===== src/vtu_pkg.sv =====
package vtu_pkg;

  // Fixed-point data path
  localparam int DATA_W   = 32;
  localparam int VEC_N    = 4;
  localparam int FIX_FRAC = 16;

  typedef logic signed [DATA_W-1:0]     fix_t;
  typedef logic        [31:0]           fp32_t;
  typedef logic signed [2*DATA_W-1:0]   prod_t;
  // Two guard bits for the sum of four products
  typedef logic signed [2*DATA_W+1:0]   acc_t;

  // Component 0 (x) in the lowest word
  typedef logic [VEC_N*DATA_W-1:0]       vec_t;
  // Coefficient (r, c) at word r*VEC_N + c
  typedef logic [VEC_N*VEC_N*DATA_W-1:0] mat_t;

  // Saturation limits of one Q16.16 word
  localparam fix_t FIX_MAX = {1'b0, {(DATA_W-1){1'b1}}};
  localparam fix_t FIX_MIN = {1'b1, {(DATA_W-1){1'b0}}};

  // float32 fields
  localparam int FP_EXP_W  = 8;
  localparam int FP_MANT_W = 23;
  localparam int FP_BIAS   = 127;
  // Leading-zero count covers 0 .. DATA_W
  localparam int LZ_W      = $clog2(DATA_W) + 1;

  // AXI write response codes
  typedef logic [1:0] axil_resp_t;
  localparam axil_resp_t RESP_OKAY   = 2'b00;
  localparam axil_resp_t RESP_SLVERR = 2'b10;

  typedef enum logic {
    WR_ACCEPT,
    WR_RESP
  } wr_state_t;

endpackage


===== src/vtu_fix2float.sv =====
`timescale 1ns/10ps

module vtu_fix2float import vtu_pkg::*; #(
  parameter int FRAC_BITS = FIX_FRAC
) (
  input  logic aclk,
  input  logic aresetn,

  input  vec_t fix_data,
  input  logic fix_valid,
  output logic fix_ready,

  output vec_t m_data,
  output logic m_valid,
  input  logic m_ready
);

  // Exponent of a magnitude whose top bit is set
  localparam int EXP_K = FP_BIAS + DATA_W - 1 - FRAC_BITS;

  logic                v1, v2, v3;
  logic                rdy1, rdy2, rdy3;

  logic                sign1 [VEC_N];
  logic [DATA_W-1:0]   mag1  [VEC_N];
  logic [LZ_W-1:0]     lz_c  [VEC_N];
  logic                sign2 [VEC_N];
  logic [DATA_W-1:0]   mag2  [VEC_N];
  logic [LZ_W-1:0]     lz2   [VEC_N];
  logic [FP_EXP_W-1:0] exp2  [VEC_N];
  logic [DATA_W-1:0]   norm_c [VEC_N];
  fp32_t               res_q [VEC_N];

  function automatic logic [DATA_W-1:0] abs_mag(input fix_t v);
    return v[DATA_W-1] ? -v : v;
  endfunction

  // Zero input counts as DATA_W leading zeros
  function automatic logic [LZ_W-1:0] lzc(input logic [DATA_W-1:0] val);
    logic [LZ_W-1:0] cnt;
    logic            found;
    cnt   = LZ_W'(DATA_W);
    found = 1'b0;
    for (int i = DATA_W - 1; i >= 0; i--) begin
      if (!found && val[i]) begin
        cnt   = LZ_W'(DATA_W - 1 - i);
        found = 1'b1;
      end
    end
    return cnt;
  endfunction

  assign rdy3      = !v3 || m_ready;
  assign rdy2      = !v2 || rdy3;
  assign rdy1      = !v1 || rdy2;
  assign fix_ready = rdy1;

  always_ff @(posedge aclk) begin
    if (!aresetn) begin
      v1 <= 1'b0;
      v2 <= 1'b0;
      v3 <= 1'b0;
    end else begin
      if (rdy1) v1 <= fix_valid;
      if (rdy2) v2 <= v1;
      if (rdy3) v3 <= v2;
    end
  end

  always_comb begin
    for (int i = 0; i < VEC_N; i++) begin
      lz_c[i]   = lzc(mag1[i]);
      norm_c[i] = mag2[i] << lz2[i];
    end
  end

  always_ff @(posedge aclk) begin
    // Stage 1, sign and magnitude
    if (rdy1 && fix_valid) begin
      for (int i = 0; i < VEC_N; i++) begin
        sign1[i] <= fix_data[i*DATA_W + DATA_W - 1];
        mag1[i]  <= abs_mag(fix_data[i*DATA_W +: DATA_W]);
      end
    end

    // Stage 2, leading zeros and biased exponent
    if (rdy2 && v1) begin
      for (int i = 0; i < VEC_N; i++) begin
        sign2[i] <= sign1[i];
        mag2[i]  <= mag1[i];
        lz2[i]   <= lz_c[i];
        exp2[i]  <= (mag1[i] == '0) ? '0 : FP_EXP_W'(EXP_K - int'(lz_c[i]));
      end
    end

    // Stage 3, normalize, truncate mantissa and pack
    if (rdy3 && v2) begin
      for (int i = 0; i < VEC_N; i++) begin
        if (mag2[i] == '0) begin
          res_q[i] <= '0;
        end else begin
          res_q[i] <= {sign2[i], exp2[i], norm_c[i][DATA_W-2 -: FP_MANT_W]};
        end
      end
    end
  end

  always_comb begin
    for (int i = 0; i < VEC_N; i++) begin
      m_data[i*DATA_W +: DATA_W] = res_q[i];
    end
  end

  assign m_valid = v3;

endmodule


===== config.mk =====
export PLATFORM = sky130hd
export DESIGN_NAME = vtu_fix2float
export DESIGN_NICKNAME = d
export VERILOG_FILES = /design/src/vtu_pkg.sv /design/src/vtu_fix2float.sv
export SDC_FILE = /design/constraint.sdc
export NUM_CORES = 1
export LEC_CHECK = 0
export ABC_AREA = 1
export BUFFER_PORTS_ARGS = -buffer_cell sky130_fd_sc_hd__buf_2
export CAP_MARGIN = 20
export CORE_MARGIN = 1.5
export CORE_UTILIZATION = 45
export DETAILED_ROUTE_END_ITERATION = 8
export PLACE_DENSITY_LB_ADDON = 0.1
export SLEW_MARGIN = 25
export SYNTH_ARGS = -nofsm -noshare
export SYNTH_HDL_FRONTEND = slang
export SYNTH_SLANG_ARGS = --single-unit

===== constraint.sdc =====
create_clock -name aclk -period 5.9 [get_ports aclk]
set_input_delay 0.295 -clock aclk [delete_from_list [all_inputs] [get_ports aclk]]
set_output_delay 0.295 -clock aclk [all_outputs]
set_load 0.005 [all_outputs]

### Yosys cells after proc, flatten, opt, wreduce, memory -nomap -nowiden

Memories as Yosys holds them, arrays and structs flattened.
Cells that the tools add are included.

* register bits after elaboration: 3
* memory bits (writable): 448
* output and inout port bits: 130
* logic and storage cells: 583
* memories kept: 7

Memory list
* mag1: words 4, bits a word 32, read ports 4, clocked after memory_dff 0, wr ports 4, RTL line vtu_fix2float.sv:25 `logic [DATA_W-1:0] mag1 [VEC_N];`
* mag2: words 4, bits a word 32, read ports 4, clocked after memory_dff 0, wr ports 4, RTL line vtu_fix2float.sv:28 `logic [DATA_W-1:0] mag2 [VEC_N];`
* res_q: words 4, bits a word 32, read ports 4, clocked after memory_dff 0, wr ports 4, RTL line vtu_fix2float.sv:32 `fp32_t res_q [VEC_N];`
* exp2: words 4, bits a word 8, read ports 4, clocked after memory_dff 0, wr ports 4, RTL line vtu_fix2float.sv:30 `logic [FP_EXP_W-1:0] exp2 [VEC_N];`
* lz2: words 4, bits a word 6, read ports 4, clocked after memory_dff 0, wr ports 4, RTL line vtu_fix2float.sv:29 `logic [LZ_W-1:0] lz2 [VEC_N];`
* sign1: words 4, bits a word 1, read ports 4, clocked after memory_dff 0, wr ports 4, RTL line vtu_fix2float.sv:24 `logic sign1 [VEC_N];`
* 1 more memories

* add/subtract/negate cells: 8
* shifts and indexed selects: 4
* mux-type cells: 292
* bitwise operators: 4
* reduce and logical (&&, ||, !) cells: 265

Operator list (count)
* 2-to-1 mux 6 bit: 128
* logical NOT 32 bit: 8
* 2-to-1 mux 32 bit: 8
* 2-to-1 mux 1 bit: 152
* negator 32 bit: 4
* left shift 32 x 6 -> 31 bit: 4
* logical AND 1 bit: 127
* logical NOT 1 bit: 127
* 2-to-1 mux 8 bit: 4
* subtractor 8 x 6 -> 8 bit, first input constant: 4
* OR 1 bit: 4
* logical OR 1 bit: 3

### Longest topological paths before layout

* depth in word-level cells: 96
* gate-level depth with buffers: 18
* gate-level depth less buffers: 18

### Worst setup path after synthesis

OpenSTA, ideal clock, no wires.

* kind: reg-to-reg
* start: register v3, in the netlist m_valid
* end: memory res_q[2][13] in the netlist's numbering (data pin)
* library setup time: 0.269 ns
* data arrival time: 4.823 ns
* setup slack: 0.808 ns
* stages on the path, launching flop included: 11
* path buffers: 1
* clock period less this slack: 5.092 ns
* path through: dfxtp_1 nand2_1 nand2_1 clkinv_1 o21ai_2 nor2_1 inv_1 nor2_1 inv_1 buf_2 o32ai_1

RTL lines
* start, declared: RTL line vtu_fix2float.sv:21 `logic v1, v2, v3;`
* start signal, assigned: RTL line vtu_fix2float.sv:66 `if (rdy3) v3 <= v2;`
* end, declared: RTL line vtu_fix2float.sv:32

==> impl_summary.txt <==
----------------------------------------------------
[Yosys]
  Post-synthesis share of cell area spent on full adders, half adders and majority gates ... 0.399%
  Synthesized netlist net count ... 2964
  Most frequent cell after synthesis ... sky130_fd_sc_hd__nand2_1
  Synth async-reset ratio ... 0%
  Most used standard cells in the synthesized netlist ... sky130_fd_sc_hd__nand2_1 (653), sky130_fd_sc_hd__edfxtp_1 (448), sky130_fd_sc_hd__nor2_1 (316), sky130_fd_sc_hd__inv_1 (284), sky130_fd_sc_hd__o21ai_0 (266)
  Syn Inst Count ... 2824
  Top area cells in the synthesized netlist ... sky130_fd_sc_hd__edfxtp_1 (54%), sky130_fd_sc_hd__nand2_1 (9.8%), sky130_fd_sc_hd__o21ai_0 (5.3%)
  Synth warnings ... 0
  Number of flops mapped to enable cells by yosys ... 448
  Number of distinct library cells after synthesis ... 55
  Flip-flop cell with the highest count after synthesis ... sky130_fd_sc_hd__edfxtp_1
  Simple-gate share of the synthesized area ... 23.0%
  Multiplexer fraction of the synthesized cell area ... 1.12%
  Fraction of the mapped netlist area in compound gates ... 11.4%
  Biggest area consumer among synthesized cells ... sky130_fd_sc_hd__edfxtp_1
  Avg Synthesized Cell Area ... 8.87 um2
  Register bit count reported by yosys ... 451
  Synth Cell Area ... 25100 um2
  Seq/Total Area, Yosys ... 53.9%
  Xor and xnor fraction of the mapped netlist area ... 4.09%
  Combinational family with the most area after synthesis ... simple AND/OR/NAND/NOR gates
  Area share of the largest cell type after synthesis ... 53.7%

[Clock tree]
  Level count of the clock H-tree ... 2
  TritonCTS buffer count ... 47
  Number of resized instances in the post-cts repair step ... 0
  Clock transition at the register clock pins on the worst setup and hold paths after CTS ... 0.06 ns
  Clock tree from TritonCTS ... done
  Max clock buf depth ... 3
  Number of sinks handled by clock tree synthesis ... 451
  Clock root buffer master ... sky130_fd_sc_hd__clkbuf_16
  Clock insertion delay at the later pin of the skew report ... 0.59 ns
  Number of setup buffers added after CTS ... 0

[Route]
  DR vias ... 19900
  Via density ... 5.20
  Detailed-route DRC error count ... 0
  Initial DRT Pass Iterations ... 7
  Total length of routed wires ... 59200 um
  Remaining antenna violation count after routing ... 0
  Iteration-0 DRC count of the detailed router ... 1379
  Average wire length per cell after detail routing ... 15.4 um

[STA]
  Worst-Margin Slew ... 0.943 ns
  Final cycle utilization of the critical path ... 55.0%
  Unrepaired setup endpoints after global routing ... false
  Setup TNS ... 0 ns
  Worst relative slew slack ... 37.1%
  Total count of hold-check failures in the final report ... 0
  Maximum clock frequency ... 308 MHz
  Minimum clock period after layout ... 3.24 ns
  Max-slew violation count ... 0
  Setup skew after layout ... 0.0215 ns
  Final-report setup violation count ... 0

[Worst hold path]
  Hold/Removal Path Class ... in2reg
  Number of stages on the worst hold path ... 2

[Critical path]
  Crit Path Category ... in2reg
  Type of element launching the critical path ... primary input
  Cell with the largest stage delay on the worst path ... sky130_fd_sc_hd__inv_6
  Worst reg2reg startpoint ... m_valid
  Maximum single-stage delay on the critical path ... 0.66 ns
  Worst reg2reg path depth ... 7
  Crit path depth ... 10
  Critical path startpoint ... m_ready
  Critical Path Sink Type ... flop
  Register-to-register path setup slack ... 2.69 ns
  Worst R2R End ... res_q[3][11]
  Count of buffer and inverter cells on the critical path ... 4
  Required time of the critical path ... 6.26 ns
  CP Cell Sequence ... dlygate4sd3_1, buf_2, inv_1, nand2_1, nand2_1, inv_6, o21ai_2, nor2_1, nand2_1, o32ai_1
  Family of cells with the greatest summed delay on the critical path ... buffers and inverters
  Max Fanout on Critical Path ... 98
  Setup crit end ... res_q[3][11]
  Critical path's most frequent cell ... sky130_fd_sc_hd__nand2_1
  Endpoint arrival time on the critical path ... 3.60 ns

[Cells and area]
  Finished Layout Cells ... 3837
  # nets final ... 3190
  Area delta synth->final ... 14.4%
  Share of cells above drive strength 1 ... 13.2%
  Post-route cell area ... 28700 um2

[Power and ir drop]
  Worst IR drop on VDD ... 0.195 mV
  Power density cells ... 263 nW/um2
  Leakage power ... 12.0 nW

[Die]
  Core Rows ... 86
  Number of top-level design ports ... 262
  Y dimension of the die ... 239 um
  Total die area ... 57100 um2
  Width of the chip ... 239 um
  Effective utilization at floorplan ... 45.5%
  Core Region ... 55100 um2

[Global route]
  Global-route wire length before repair ... 93700 um
  Global route total overflow ... 0
  Vias in the first global route ... 18600
  Overall routing resource usage ... 20.4%
  Maximum number of pins on one net before global-route repair ... 99
  Antenna violations before repair ... 8

[Placed design]
  Hpwl dp ... 45700 um
  GP Congestion ... 0.928
  Count of input and output buffers ... 261
  Post-DP Area ... 27000 um2
  DP Cell Count ... 3731

[Run status]
  Status ... complete, no violations

[Run]
  Count of maximum capacitance violations ... 0

----------------------------------------------------
state kept, by name, indices dropped and copies added (netlist names):
register,flops
exp2,32
v2,1
res_q,128
v1,1
mag2,128
sign1,4
sign2,4
m_valid,1
lz2,24
mag1,128
placed cells by master, fill, tap and decap left out, types with 5 or more instances in the layout:
master                          count
sky130_fd_sc_hd__o211ai_1          22
sky130_fd_sc_hd__a211oi_1          36
sky130_fd_sc_hd__bufinv_16          5
sky130_fd_sc_hd__nor2_1           316
sky130_fd_sc_hd__xnor2_1           44
sky130_fd_sc_hd__clkbuf_1           5
sky130_fd_sc_hd__a31oi_1           18
sky130_fd_sc_hd__o32ai_1            7
sky130_fd_sc_hd__nor3_2             5
sky130_fd_sc_hd__clkbuf_16         49
sky130_fd_sc_hd__clkinv_2           9
sky130_fd_sc_hd__xor2_1            73
sky130_fd_sc_hd__inv_6              5
sky130_fd_sc_hd__clkinv_1          16
sky130_fd_sc_hd__nor2_2             7
sky130_fd_sc_hd__a21oi_1           76
sky130_fd_sc_hd__nand3b_1          13
sky130_fd_sc_hd__dlygate4sd3_1     15
sky130_fd_sc_hd__nand2_2            9
sky130_fd_sc_hd__buf_2            261
sky130_fd_sc_hd__o21ai_0          266
sky130_fd_sc_hd__a221oi_1          11
sky130_fd_sc_hd__nor3_1            34
sky130_fd_sc_hd__nand4_1           45
sky130_fd_sc_hd__nand2_1          653
sky130_fd_sc_hd__ha_1               8
sky130_fd_sc_hd__nor4_1            43
sky130_fd_sc_hd__o31ai_1           12
sky130_fd_sc_hd__o21ai_1           11
sky130_fd_sc_hd__o21bai_1           5
sky130_fd_sc_hd__mux2i_1           28
sky130_fd_sc_hd__nand3_1          164
sky130_fd_sc_hd__inv_1            282
sky130_fd_sc_hd__o22ai_1            9
sky130_fd_sc_hd__buf_4              7
sky130_fd_sc_hd__edfxtp_1         448
sky130_fd_sc_hd__or2_2             16
power by group:
part	internal (mW)	switching (mW)	leakage (nW)
Clock	1.73	1.19	0.748
Combinational	0.266	0.509	6.81
Sequential	3.72	0.129	4.47
per-stage QoR:
| step | power [mW] | hold slack, ns | worst slack (ns) | util, % |
|---|---|---|---|---|
| after detailed placement | 4.67 | 0.405 | 2.55 | 48.9 |
| after floorplan | 4.42 | 0.394 | 0.808 | - |
| after global routing | 7.85 | 0.0169 | 2.32 | 52.1 |
| after CTS | 7.61 | 0.000782 | 2.61 | 52.0 |
| after global placement | 4.66 | 0.403 | 2.57 | 48.9 |
| final | 7.53 | 0.0350 | 2.66 | 52.1 |
cells by family (layout without fill, tap and decap cells):
| group | Yosys count | count (layout) |
|---|---|---|
| muxes | 28 | 28 |
| xor gates and xnor gates | 117 | 117 |
| buffers and inverters | 402 | 664 |
| and+or+nand+nor | 1327 | 1327 |
| AOI/OAI and AO/OA | 491 | 491 |
| DFF | 451 | 451 |
| other | 0 | 3 |
| adders and majority gates | 8 | 8 |
layout make-up:
cell class / count / area [um2]
clock inverter: 31 / 282
clock buffer: 54 / 1240
sequential: 451 / 13500
tap: 748 / 936
multi-input combinational: 1971 / 10000
fill: 5190 / 26400
inverter: 293 / 1110
timing repair buffer: 286 / 1550
antenna: 3 / 7.51
worst min-delay path by stage:
stage | startpoint | endpoint | slack (ns)
floorplan | fix_data[0] | mag1[0][0] | 0.39
global placement | sign1[3] | sign2[3] | 0.40
detailed placement | sign1[1] | sign2[1] | 0.40
CTS | fix_data[72] | mag1[2][8] | 0.0008
global route | fix_data[28] | mag1[0][28] | 0.02
finish | fix_data[28] | mag1[0][28] | 0.04
routing by layer:
| layer | vias to the layer above | share of wire (%) | GRT usage (%) |
|---|---|---|---|
| li1 | 10200 | - | - |
| met1 | 9127 | 43 | 25.1 |
| met2 | 493 | 49 | 35.6 |
| met3 | 138 | 3.7 | 2.74 |
| met4 | 4 | 3.7 | 9.23 |
| met5 | - | 0.044 | 0 |
timing repair:
item / in CTS / in global routing
endpoints found under the hold margin: 18 / 0
endpoints found under the setup margin: 0 / 0
hold buffers: 15 / 0
Power figures use the tool's default switching activity.
