--- src/vtu_pkg.sv ---
package vtu_pkg;

  // Fixed-point data path
  localparam int DATA_W   = 32;
  localparam int VEC_N    = 4;
  localparam int FIX_FRAC = 16;

  typedef logic signed [DATA_W-1:0]     fix_t;
  typedef logic        [31:0]           fp32_t;
  typedef logic signed [2*DATA_W-1:0]   prod_t;
  // Two guard bits for the sum of four products
  typedef logic signed [2*DATA_W+1:0]   acc_t;

  // Component 0 (x) in the lowest word
  typedef logic [VEC_N*DATA_W-1:0]       vec_t;
  // Coefficient (r, c) at word r*VEC_N + c
  typedef logic [VEC_N*VEC_N*DATA_W-1:0] mat_t;

  // Saturation limits of one Q16.16 word
  localparam fix_t FIX_MAX = {1'b0, {(DATA_W-1){1'b1}}};
  localparam fix_t FIX_MIN = {1'b1, {(DATA_W-1){1'b0}}};

  // float32 fields
  localparam int FP_EXP_W  = 8;
  localparam int FP_MANT_W = 23;
  localparam int FP_BIAS   = 127;
  // Leading-zero count covers 0 .. DATA_W
  localparam int LZ_W      = $clog2(DATA_W) + 1;

  // AXI write response codes
  typedef logic [1:0] axil_resp_t;
  localparam axil_resp_t RESP_OKAY   = 2'b00;
  localparam axil_resp_t RESP_SLVERR = 2'b10;

  typedef enum logic {
    WR_ACCEPT,
    WR_RESP
  } wr_state_t;

endpackage

--- src/vtu_matrix_regs.sv ---
`timescale 1ns/10ps

module vtu_matrix_regs import vtu_pkg::*; #(
  parameter int AXIL_ADDR_W = 7
) (
  input  logic                   aclk,
  input  logic                   aresetn,

  input  logic [AXIL_ADDR_W-1:0] awaddr,
  input  logic                   awvalid,
  output logic                   awready,
  input  fix_t                   wdata,
  input  logic                   wvalid,
  output logic                   wready,
  output axil_resp_t             bresp,
  output logic                   bvalid,
  input  logic                   bready,

  output mat_t                   mat
);

  // Byte address, word aligned
  localparam int ADDR_LSB  = 2;
  localparam int IDX_W     = AXIL_ADDR_W - ADDR_LSB;
  localparam int MAT_WORDS = VEC_N * VEC_N;
  localparam int MAT_IDX_W = $clog2(MAT_WORDS);

  wr_state_t        state;
  logic             aw_held;
  logic             w_held;
  logic [IDX_W-1:0] aw_idx;
  fix_t             wdata_q;
  axil_resp_t       bresp_q;
  fix_t             mat_q [MAT_WORDS];

  // Ask only for the beat still missing
  assign awready = (state == WR_ACCEPT) && !aw_held;
  assign wready  = (state == WR_ACCEPT) && !w_held;
  assign bvalid  = (state == WR_RESP);
  assign bresp   = bresp_q;

  always_ff @(posedge aclk) begin
    if (awvalid && awready) begin
      aw_idx <= awaddr[AXIL_ADDR_W-1:ADDR_LSB];
    end
    if (wvalid && wready) begin
      wdata_q <= wdata;
    end
  end

  always_ff @(posedge aclk) begin
    if (!aresetn) begin
      state   <= WR_ACCEPT;
      aw_held <= 1'b0;
      w_held  <= 1'b0;
      bresp_q <= RESP_OKAY;
      for (int i = 0; i < MAT_WORDS; i++) begin
        mat_q[i] <= '0;
      end
    end else begin
      case (state)
        WR_ACCEPT: begin
          if (awvalid && awready) begin
            aw_held <= 1'b1;
          end
          if (wvalid && wready) begin
            w_held <= 1'b1;
          end
          // Both halves in hand, commit or reject
          if (aw_held && w_held) begin
            if (aw_idx < MAT_WORDS) begin
              mat_q[aw_idx[MAT_IDX_W-1:0]] <= wdata_q;
              bresp_q <= RESP_OKAY;
            end else begin
              bresp_q <= RESP_SLVERR;
            end
            aw_held <= 1'b0;
            w_held  <= 1'b0;
            state   <= WR_RESP;
          end
        end
        WR_RESP: begin
          if (bready) begin
            state <= WR_ACCEPT;
          end
        end
        default: state <= WR_ACCEPT;
      endcase
    end
  end

  always_comb begin
    for (int i = 0; i < MAT_WORDS; i++) begin
      mat[i*DATA_W +: DATA_W] = mat_q[i];
    end
  end

endmodule

--- config.mk ---
export PLATFORM = sky130hd
export DESIGN_NAME = vtu_matrix_regs
export DESIGN_NICKNAME = d
export VERILOG_FILES = /design/src/vtu_pkg.sv /design/src/vtu_matrix_regs.sv
export SDC_FILE = /design/constraint.sdc
export NUM_CORES = 1
export LEC_CHECK = 0
export BUFFER_PORTS_ARGS = -buffer_cell sky130_fd_sc_hd__buf_2
export CAP_MARGIN = 20
export CORE_AREA = 5 5 214 216
export CTS_CLUSTER_DIAMETER = 100
export DETAILED_ROUTE_END_ITERATION = 7
export DIE_AREA = 0 0 219 221
export PLACE_DENSITY = 0.72
export SLEW_MARGIN = 15
export SYNTH_ARGS = -nofsm -noshare
export SYNTH_HDL_FRONTEND = slang
export SYNTH_SLANG_ARGS = --single-unit
--- constraint.sdc ---
create_clock -name aclk -period 4.7 [get_ports aclk]
set_clock_uncertainty 0.05 [all_clocks]
set_input_delay 0.47 -clock aclk [delete_from_list [all_inputs] [get_ports aclk]]
set_output_delay 0.47 -clock aclk [all_outputs]
set_load 0.05 [all_outputs]
Yosys cells after proc, flatten, opt, wreduce, memory -nomap -nowiden
Memories as Yosys holds them, arrays and structs flattened. Cells that the tools add are included.

Memories: 1. Bits of input ports: 44. Output and inout port bits: 517. Bits in writable memories: 512. Bits in registers: 42.

Muxes and demuxes: 17. Bitwise logic cells: 1. Reductions and logical operators: 13. Magnitude comparators: 1.

Memory list: mat_q (words 16, width 32, read ports 16, clocked after Yosys merged registers in 0, wr ports 16, RTL line vtu_matrix_regs.sv:34) `fix_t mat_q [MAT_WORDS];`.

Operator list (number): $mux W32 (1); $reduce_or A32 Y1 (1); $mux W1 (13); $reduce_and A2 Y1 (3); $logic_and A1 B1 Y1 (5); $lt A5 B5 Y1 const B (1); $mux W4 (1); $reduce_bool A2 Y1 (2); $logic_not A1 Y1 (2); $mux W2 (1); $pmux W1 S2 (1); $not A1 Y1 (1).

Logic depth before layout (Yosys ltp)
Gate-level depths: netlist of run 1.

Depth after elaboration: 8. Depth in mapped cells: 7.

Worst setup path before layout of run 1
Ideal clock, no wire load.

Kind: reg2reg. Start point: register state, in the netlist bvalid. End point: memory mat_q[10][0] (netlist bit) (enable). Period minus slack after synthesis: 4.283 ns. Stages on the path, launching flop included: 7. Data required time: 4.184 ns. Slack: 0.417 ns. Buffers on the path: 3. Data arrival time: 3.767 ns. Cell sequence: dfxtp_1 nand3b_1 buf_2 or2_2 clkbuf_1 buf_2 o21ai_0.

RTL lines: start: declaration (RTL line vtu_matrix_regs.sv:28) `wr_state_t state;`; start signal: assignment (RTL line vtu_matrix_regs.sv:53) `state <= WR_ACCEPT;`; start signal: assignment (RTL line vtu_matrix_regs.sv:79) `state <= WR_RESP;`; start signal: assignment (RTL line vtu_matrix_regs.sv:84) `state <= WR_ACCEPT;`; end: declaration (RTL line vtu_matrix_regs.sv:34).

==> flow_metrics.tcl, run 1 <==
set metrics [dict create \
    outcome "completed" \
    syn_inst 1288 \
    cts_tree "yes" \
    setup_viol 0 \
    layout_common_cells "557 x buf_2, 549 x edfxtp_1, 322 x nor2_1" \
    critPathBufInv 1 \
    root_buffer "clkbuf_16" \
    coreArea_um2 43700 \
    final_common_cell "buf_2" \
    slew_violations 0 \
    ys_seq_elements 553 \
    leakagePower_nw 10.3 \
    min_period_over_period_pct 64.3 \
    cp_max_fo 22 \
    slowest_stage "or4b_1" \
    grt_max_degree 50 \
    die_x_um 219 \
    gp_congestion 0.855 \
    end_kind "flip-flop" \
    setup_tns_ns 0 \
    ant_nets 0 \
    drc 0 \
    fill_cells 3380 \
    p_per_area_nw_per_um2 428 \
    required_ns 4.90 \
    fmax_ghz 0.331 \
    grt_pass1_vias 12968 \
    wirelength_um 62600 \
    clk_pin_slew_ns 0.06 \
    ff_latch_area_um2 16600 \
    syn_area_per_cell_um2 15.5 \
    clock_sinks 553 \
    maxSlewHeadroom_pct 36.1 \
    portBuffers 557 \
    crit_path_max_incr_delay_ns 0.61 \
    worstSetupStartpointType "flip-flop" \
    yosys_warnings 0 \
    cts_buffer_depth 3 \
    layout-drive-gt1-share_pct 36.3 \
    cp_cell_sequence "or4b_1, or2_2, o21ai_4, buf_4" \
    insertion_delay_ns 0.59 \
    cts_made_buffers 54 \
    htree_num_levels 2 \
    period_minus_slack_ns 3.02 \
    first_iter_violations 1198 \
    layout-area-overhead-vs-synth_pct 29.1 \
    syn_nets 1332 \
    via_count 13054 \
    rsz0062_at_grt "no" \
    die_h_um 221 \
    yosysSeqAreaShare_pct 83.1 \
    hp-class "input port to flip-flop" \
    dpl_worst_slack_ns 1.31 \
    wl_per_cell_um 24.7 \
    hold_viol_final 0 \
    rows 77 \
    antenna_found_initial 3 \
    synth_cell_types 29 \
    grt_pass1_wl_um 89100 \
    vdd_drop_max_mv 0.299 \
    netlist_area_um2 19900 \
    arrival_ns 3.22 \
    worst_slew_pin_slew_ns 0.954 \
    place_hpwl_um 42600 \
    cts_setup_buffers 0 \
    setup_slack_ns 1.68 \
    critical_path_class "flip-flop to flip-flop" \
    grt_overflow 0 \
    layout.nets 1942 \
    multiInputGateArea_um2 3320 \
    drt-vias-per-instance 5.16 \
    cpLargestDelayFamily "simple AND/OR/NAND/NOR gates" \
    first_pass_iters 5 \
    grt_usage_pct 25.1 \
    dieArea_um2 48400 \
    start_util_pct 45.6 \
    io_pins 561 \
    drv_cap 0 \
]
-- what timing repair did --
| item | in CTS | in global routing |
|---|---|---|
| hold buffers | 31 | 3 |
| resized for setup | 0 | 0 |
| hold endpoints to repair | 31 | 3 |
-- flip-flops by register name, summed over array words and instances (netlist names) --
name	cells
wdata_q	32
aw_held	1
bvalid	1
bresp	1
w_held	1
aw_idx	5
mat_q	512
-- worst paths after layout --
kind                            startpoint            to  slack, ns  depth (start not counted)
worst max register to register   aw_idx[3]  mat_q[0][23]       1.68                          4
worst max-delay path             aw_idx[3]  mat_q[0][23]       1.68                          4
worst min-delay path              wdata[7]    wdata_q[7]       0.03                          1
worst min register to register    bresp[1]      bresp[1]       0.42                          2
-- synth_stat cells --
library cell / number / area (um2)
a21boi_0: 2 / 15.0
a21oi_1: 1 / 5.00
and2_1: 195 / 1220
and3b_1: 1 / 8.76
buf_1: 3 / 11.3
buf_2: 3 / 15.0
buf_4: 1 / 7.51
buf_6: 2 / 22.5
clkbuf_1: 61 / 229
conb_1: 1 / 3.75
dfxtp_1: 4 / 80.1
edfxtp_1: 549 / 16500
inv_1: 1 / 3.75
nand2_1: 99 / 372
nand2b_1: 2 / 12.5
nand3_1: 2 / 10.0
nand3b_1: 1 / 7.51
nand4_1: 1 / 6.26
nand4b_1: 2 / 17.5
nand4bb_1: 1 / 11.3
nor2_1: 323 / 1210
nor2b_1: 3 / 18.8
nor3_1: 6 / 30.0
nor3b_1: 1 / 7.51
o21a_1: 1 / 7.51
o21ai_0: 17 / 85.1
or2_1: 1 / 6.26
or2_2: 3 / 18.8
or4b_1: 1 / 10.0
-- cell families (layout without fill, tap and decap cells) --
kind of cell	after synthesis	count (layout)	synth area share, %
flops	553	553	83.1
compound gates	21	21	0.565
simple gates	642	642	14.9
other cells	1	2	0.0188
buf+inv	71	722	1.45
-- report_power, final --
group	internal, mW	total [mW]	leakage, nW	switching, mW
clock	2.41	4.22	0.851	1.81
sequential	5.59	5.74	5.67	0.150
combinational	0.178	1.05	3.81	0.873
total	8.18	11.0	10.3	2.84
-- stage by stage --
stage	instances	hold slack, ns	cell area (um2)	total power [mW]	utilization, %
4_1_cts	2527	0.00108	25700	11.1	58.7
5_1_grt	2531	0.00813	25700	11.3	58.9
6_report	2532	0.0318	25700	11.0	58.9
3_5_place_dp	2399	0.406	23700	6.87	54.1
3_3_place_gp	2398	0.415	23700	6.86	54.1
2_1_floorplan	1288	0.470	19900	6.50	-
-- per-layer routing --
layer  track usage, %  vias up  wire length [um]
met5                0        -                13
met4             8.73        2              2480
met3             6.96      150              6680
met2             41.7      788             30500
met1             32.1     6422             22900
li1                 -     5692                 -
-- worst register-to-register path, delay by kind of cell, from the launching register on --
family	cells	cell delay, ns
and+or+nand+nor	2	1.17
AOI/OAI and AO/OA	1	0.57
buffers and inverters	1	0.42
DFF	1	0.48
-- cell type report --
type / count / share of cell area (%)
Tap cell: 592 / 2.88
Multi-Input combinational cell: 664 / 12.9
Inverter: 1 / 0.0146
Clock buffer: 69 / 5.67
Sequential cell: 553 / 64.3
Clock inverter: 28 / 0.982
Antenna cell: 1 / 0.00972
Timing Repair Buffer: 624 / 13.2
Note: power is estimated with default switching activity, not from simulation.
==> inputs of run 2 (changes only) <==
--- a/config.mk
+++ b/config.mk
@@ -7,11 +7,11 @@
 export LEC_CHECK = 0
 export BUFFER_PORTS_ARGS = -buffer_cell sky130_fd_sc_hd__buf_2
 export CAP_MARGIN = 20
-export CORE_AREA = 5 5 214 216
+export CORE_AREA = 5 5 212 214
 export CTS_CLUSTER_DIAMETER = 100
 export DETAILED_ROUTE_END_ITERATION = 7
-export DIE_AREA = 0 0 219 221
-export PLACE_DENSITY = 0.72
+export DIE_AREA = 0 0 217 219
+export PLACE_DENSITY = 0.76
 export SLEW_MARGIN = 15
 export SYNTH_ARGS = -nofsm -noshare
 export SYNTH_HDL_FRONTEND = slang
==> constraint.sdc (replaced) <==
create_clock -name aclk -period 2.6 [get_ports aclk]
set_clock_uncertainty 0.05 [all_clocks]
set_input_delay 0.26 -clock aclk [delete_from_list [all_inputs] [get_ports aclk]]
set_output_delay 0.26 -clock aclk [all_outputs]
set_load 0.05 [all_outputs]
==> flow_metrics.tcl, run 2 (synthesis results as in run 1) <==
set metrics [dict create \
    cts_hold_buf 40 \
    layout.nets 1954 \
    slew_violations 0 \
    cts_buffer_depth 3 \
    largest_registers "mat_q (512), wdata_q (32), aw_idx (5)" \
    rsz0062_at_grt "no" \
    coreArea_um2 42700 \
    ant_nets 0 \
    setup_viol 0 \
    cts_setup_buffers 0 \
    die_x_um 217 \
    root_buffer "clkbuf_16" \
    cts_tree "yes" \
    cpLargestDelayFamily "simple AND/OR/NAND/NOR gates" \
    layout_common_cells "557 x buf_2, 549 x edfxtp_1, 322 x nor2_1" \
    slowest_stage "or4b_1" \
    p_per_area_nw_per_um2 755 \
    wirelength_um 60800 \
    finalPower_mw 19.6 \
    start_util_pct 46.7 \
    grt_pass1_vias 12917 \
    via_count 13137 \
    fin_cells 2498 \
    first_pass_iters 5 \
    min_period_over_period_pct 89.1 \
    outcome "completed" \
    post-place-cells 2361 \
    wl_met3_um 6790 \
    hold_viol_final 0 \
    dieArea_um2 47500 \
    drc 0 \
    antenna_found_initial 2 \
    grt_overflow 0 \
    place_hpwl_um 41000 \
    htree_num_levels 2 \
    cp_cell_sequence "or4b_1, or2_2, o21ai_4, buf_12" \
    arrival_ns 2.54 \
    crit_path_max_incr_delay_ns 0.62 \
    insertion_delay_ns 0.59 \
    io_pins 561 \
    first_iter_violations 1484 \
    required_ns 2.82 \
    worstSetupStartpointType "flip-flop" \
    grt_usage_pct 24.8 \
    worst_slew_pin_slew_ns 0.636 \
    largest_reg_flops 512 \
    hp-class "input port to flip-flop" \
    grt_pass1_wl_um 86900 \
    cp_max_fo 32 \
    routed.top_layer "met4" \
    wl_per_cell_um 24.3 \
    dr_wl_met2_um 31300 \
    grt_max_degree 65 \
    cts_resized 0 \
    vdd_drop_max_mv 0.708 \
    leakagePower_nw 10.4 \
    drt-vias-per-instance 5.26 \
    clk_pin_slew_ns 0.06 \
    fmax_ghz 0.432 \
    largest-register "mat_q" \
    portBuffers 557 \
    critPathBufInv 1 \
    die_h_um 219 \
    ff2ff_setup_slack_ns 0.28 \
    rows 76 \
    period_minus_slack_ns 2.32 \
    layout-area-overhead-vs-synth_pct 30.0 \
    layout-drive-gt1-share_pct 36.1 \
    final_common_cell "buf_2" \
    gp_congestion 0.819 \
    end_kind "flip-flop" \
    cts_made_buffers 53 \
    drv_cap 0 \
    critical_path_class "flip-flop to flip-flop" \
    maxSlewHeadroom_pct 57.6 \
    wl_met1_um 20800 \
    clock_sinks 553 \
]
## run 2: area by class of cell
type	count	area [um2]
well taps	546	683
diodes	2	5.00
flip-flops and latches	553	16600
repair buffers	637	3710
inverters	1	3.75
multi-input cells	664	3320
fillers	3167	16800
clock buffers	63	1410
clock inverters	32	218
## run 2: where the power goes
| part | switching (mW) | internal (mW) | leakage, nW |
|---|---|---|---|
| registers | 0.239 | 10.1 | 5.67 |
| clock network | 3.22 | 4.05 | 0.805 |
| logic | 1.59 | 0.360 | 3.94 |
| total | 5.04 | 14.5 | 10.4 |
## run 2: path summary, 6_finish.rpt
kind	startpoint	to	cells past startpoint
max	aw_idx[4]	mat_q[0][29]	4
min reg2reg	bresp[1]	bresp[1]	2
max reg2reg	aw_idx[4]	mat_q[0][29]	4
min	awvalid	aw_idx[2]	2
## run 2: worst reg2reg max path: cells and delay by family (launching register included)
| family | cells | cell delay, ns |
|---|---|---|
| buf+inv | 1 | 0.23 |
| simple gates | 2 | 1.07 |
| compound gates | 1 | 0.18 |
| flops | 1 | 0.42 |
## run 2: per-layer routing
layer  GRT usage, %  vias up
met5              0        -
met3           6.36      120
met1           30.3     6399
li1               -     5710
met2           43.6      908
met4           7.73        0
## run 2: metrics by stage
| stage | utilization (%) | hold WS (ns) | setup WS (ns) | TNS [ns] | instance area (um2) |
|---|---|---|---|---|---|
| 2_1_floorplan | - | 0.309 | -0.570 | -116.42 | 20000 |
| 3_3_place_gp | 55.9 | 0.389 | 0.337 | 0 | 23900 |
| 3_5_place_dp | 55.9 | 0.388 | 0.301 | 0 | 23900 |
| 4_1_cts | 60.7 | 0.105 | 0.301 | 0 | 25900 |
| 5_1_grt | 60.7 | 0.123 | 0.238 | 0 | 25900 |
| 6_report | 60.7 | 0.140 | 0.283 | 0 | 25900 |
==> inputs of run 3 (changes only) <==
--- a/config.mk
+++ b/config.mk
@@ -8,9 +8,11 @@
 export BUFFER_PORTS_ARGS = -buffer_cell sky130_fd_sc_hd__buf_2
 export CAP_MARGIN = 20
 export CORE_AREA = 5 5 212 214
+export CTS_BUF_LIST = sky130_fd_sc_hd__clkbuf_8 sky130_fd_sc_hd__clkbuf_16
 export CTS_CLUSTER_DIAMETER = 100
 export DETAILED_ROUTE_END_ITERATION = 7
 export DIE_AREA = 0 0 217 219
+export MAX_ROUTING_LAYER = met4
 export PLACE_DENSITY = 0.76
 export SLEW_MARGIN = 15
 export SYNTH_ARGS = -nofsm -noshare
==> flow_metrics.tcl, run 3 (synthesis results as in run 1) <==
set metrics [dict create \
    hold_viol_final 0 \
    largest_reg_flops 512 \
    fmax_ghz 0.435 \
    layout.nets 1954 \
    grt_usage_pct 25.5 \
    power_switching_mw 5.05 \
    startpoint "aw_idx[4]" \
    leakagePower_nw 10.5 \
    drt-vias-per-instance 5.29 \
    drv_cap 0 \
    period_minus_slack_ns 2.30 \
    outcome "completed" \
    grt_pass1_wl_um 86800 \
    slowest_stage "or4b_1" \
    cts_setup_buffers 0 \
    antenna_found_initial 1 \
    maxSlewHeadroom_pct 58.5 \
    hp-class "input port to flip-flop" \
    cp_max_fo 32 \
    gp_congestion 0.831 \
    ant_nets 0 \
    clk_pin_slew_ns 0.06 \
    cts_buffer_depth 3 \
    htree_num_levels 2 \
    r2r_start "aw_idx[4]" \
    io_pins 561 \
    slew_violations 0 \
    coreArea_um2 42700 \
    via_count 13212 \
    drc 0 \
    insertion_delay_ns 0.58 \
    rows 76 \
    final_common_cell "buf_2" \
    wirelength_um 60800 \
    largest_registers "mat_q (512), wdata_q (32), aw_idx (5)" \
    combPwrFrac_pct 10.0 \
    critPathBufInv 1 \
    largest-register "mat_q" \
    layout-drive-gt1-share_pct 36.1 \
    rsz0062_at_grt "no" \
    worstSetupStartpointType "flip-flop" \
    arrival_ns 2.53 \
    vdd_drop_max_mv 0.709 \
    critical_path_class "flip-flop to flip-flop" \
    dieArea_um2 47500 \
    die_x_um 217 \
    clock_sinks 553 \
    min_period_over_period_pct 88.5 \
    required_ns 2.83 \
    swShare_pct 25.8 \
    cp_cell_sequence "or4b_1, or2_2, o21ai_4, buf_12" \
    wl_per_cell_um 24.3 \
    p_per_area_nw_per_um2 753 \
    layout-area-overhead-vs-synth_pct 30.0 \
    layout_common_cells "557 x buf_2, 549 x edfxtp_1, 322 x nor2_1" \
    start_util_pct 46.7 \
    cpLargestDelayFamily "simple AND/OR/NAND/NOR gates" \
    grt_max_degree 65 \
    post-route-util_pct 60.7 \
    p_clk_share_pct 37.1 \
    grt_overflow 0 \
    place_hpwl_um 41000 \
    cts_tree "yes" \
    worst_slew_pin_slew_ns 0.623 \
    hold_start "awvalid" \
    internal_power_mw 14.5 \
    seqPwrFrac_pct 53.0 \
    first_iter_violations 1560 \
    first_pass_iters 6 \
    die_h_um 219 \
    setup_viol 0 \
    end_kind "flip-flop" \
    grt_pass1_vias 12983 \
    finalPower_mw 19.5 \
    portBuffers 557 \
    crit_path_max_incr_delay_ns 0.63 \
    ff2ff_setup_slack_ns 0.30 \
    cts_made_buffers 53 \
    root_buffer "clkbuf_16" \
]
-- run 3: cell types whose count changed in the layout (fill, tap and decap cells not counted) --
cell	delta
clkbuf_1	-8
inv_1	+8
diode_2	+1
-- run 3: routing by layer --
layer	share of wire [%]	track usage [%]	routed length (um)	vias to the layer above
li1	-	-	-	5716
met5	0	-	0	-
met2	52	43.5	31300	889
met3	11	6.10	6490	123
met4	3.0	7.79	1820	0
met1	35	30.6	21100	6484
-- run 3: worst register-to-register path: cells and delay by family (launching register included) --
kind                   cells  cell delay (ns)
flip-flops                 1             0.42
AND/OR/NAND/NOR            2             1.07
buffers and inverters      1             0.24
AO/OA/AOI/OAI              1             0.19
-- run 3: stage by stage --
stage	setup slack (ns)	hold slack, ns	TNS, ns	std cells	cell area (um2)
after global placement	0.337	0.389	0	2361	23900
after detailed placement	0.301	0.388	0	2361	23900
after CTS	0.301	0.105	0	2496	25900
final	0.300	0.140	0	2499	25900
after global routing	0.248	0.123	0	2497	25900
after floorplan	-0.570	0.309	-116.42	1288	20000
-- run 3: repair_timing --
action	4_1_cts	5_1_grt
gates resized for setup	0	0
endpoints found under the setup margin	0	0
hold endpoints to repair	40	0
hold buffers	40	0
-- run 3: cell type report --
type / instances / area [um2]
inverters: 1 / 3.75
clock buffers: 55 / 1380
flip-flops and latches: 553 / 16600
well taps: 546 / 683
repair buffers: 637 / 3710
clock inverters: 40 / 248
diodes: 3 / 7.51
multi-input cells: 664 / 3320
fillers: 3166 / 16800
-- run 3: path summary, 6_finish.rpt --
kind / end / cells past startpoint
worst min register to register: bresp[1] / 2
worst min-delay path: aw_idx[2] / 2
worst max-delay path: mat_q[1][17] / 4
worst max register to register: mat_q[1][17] / 4
-- run 3: power by group through the flow --
stage	combinational [mW]	sequential [mW]	clock [mW]
floorplan	0.291	11.5	0
global placement	1.88	10.5	0
detailed placement	1.90	10.5	0
CTS	1.95	10.3	7.32
global route	2.01	10.4	7.73
finish	1.95	10.3	7.24
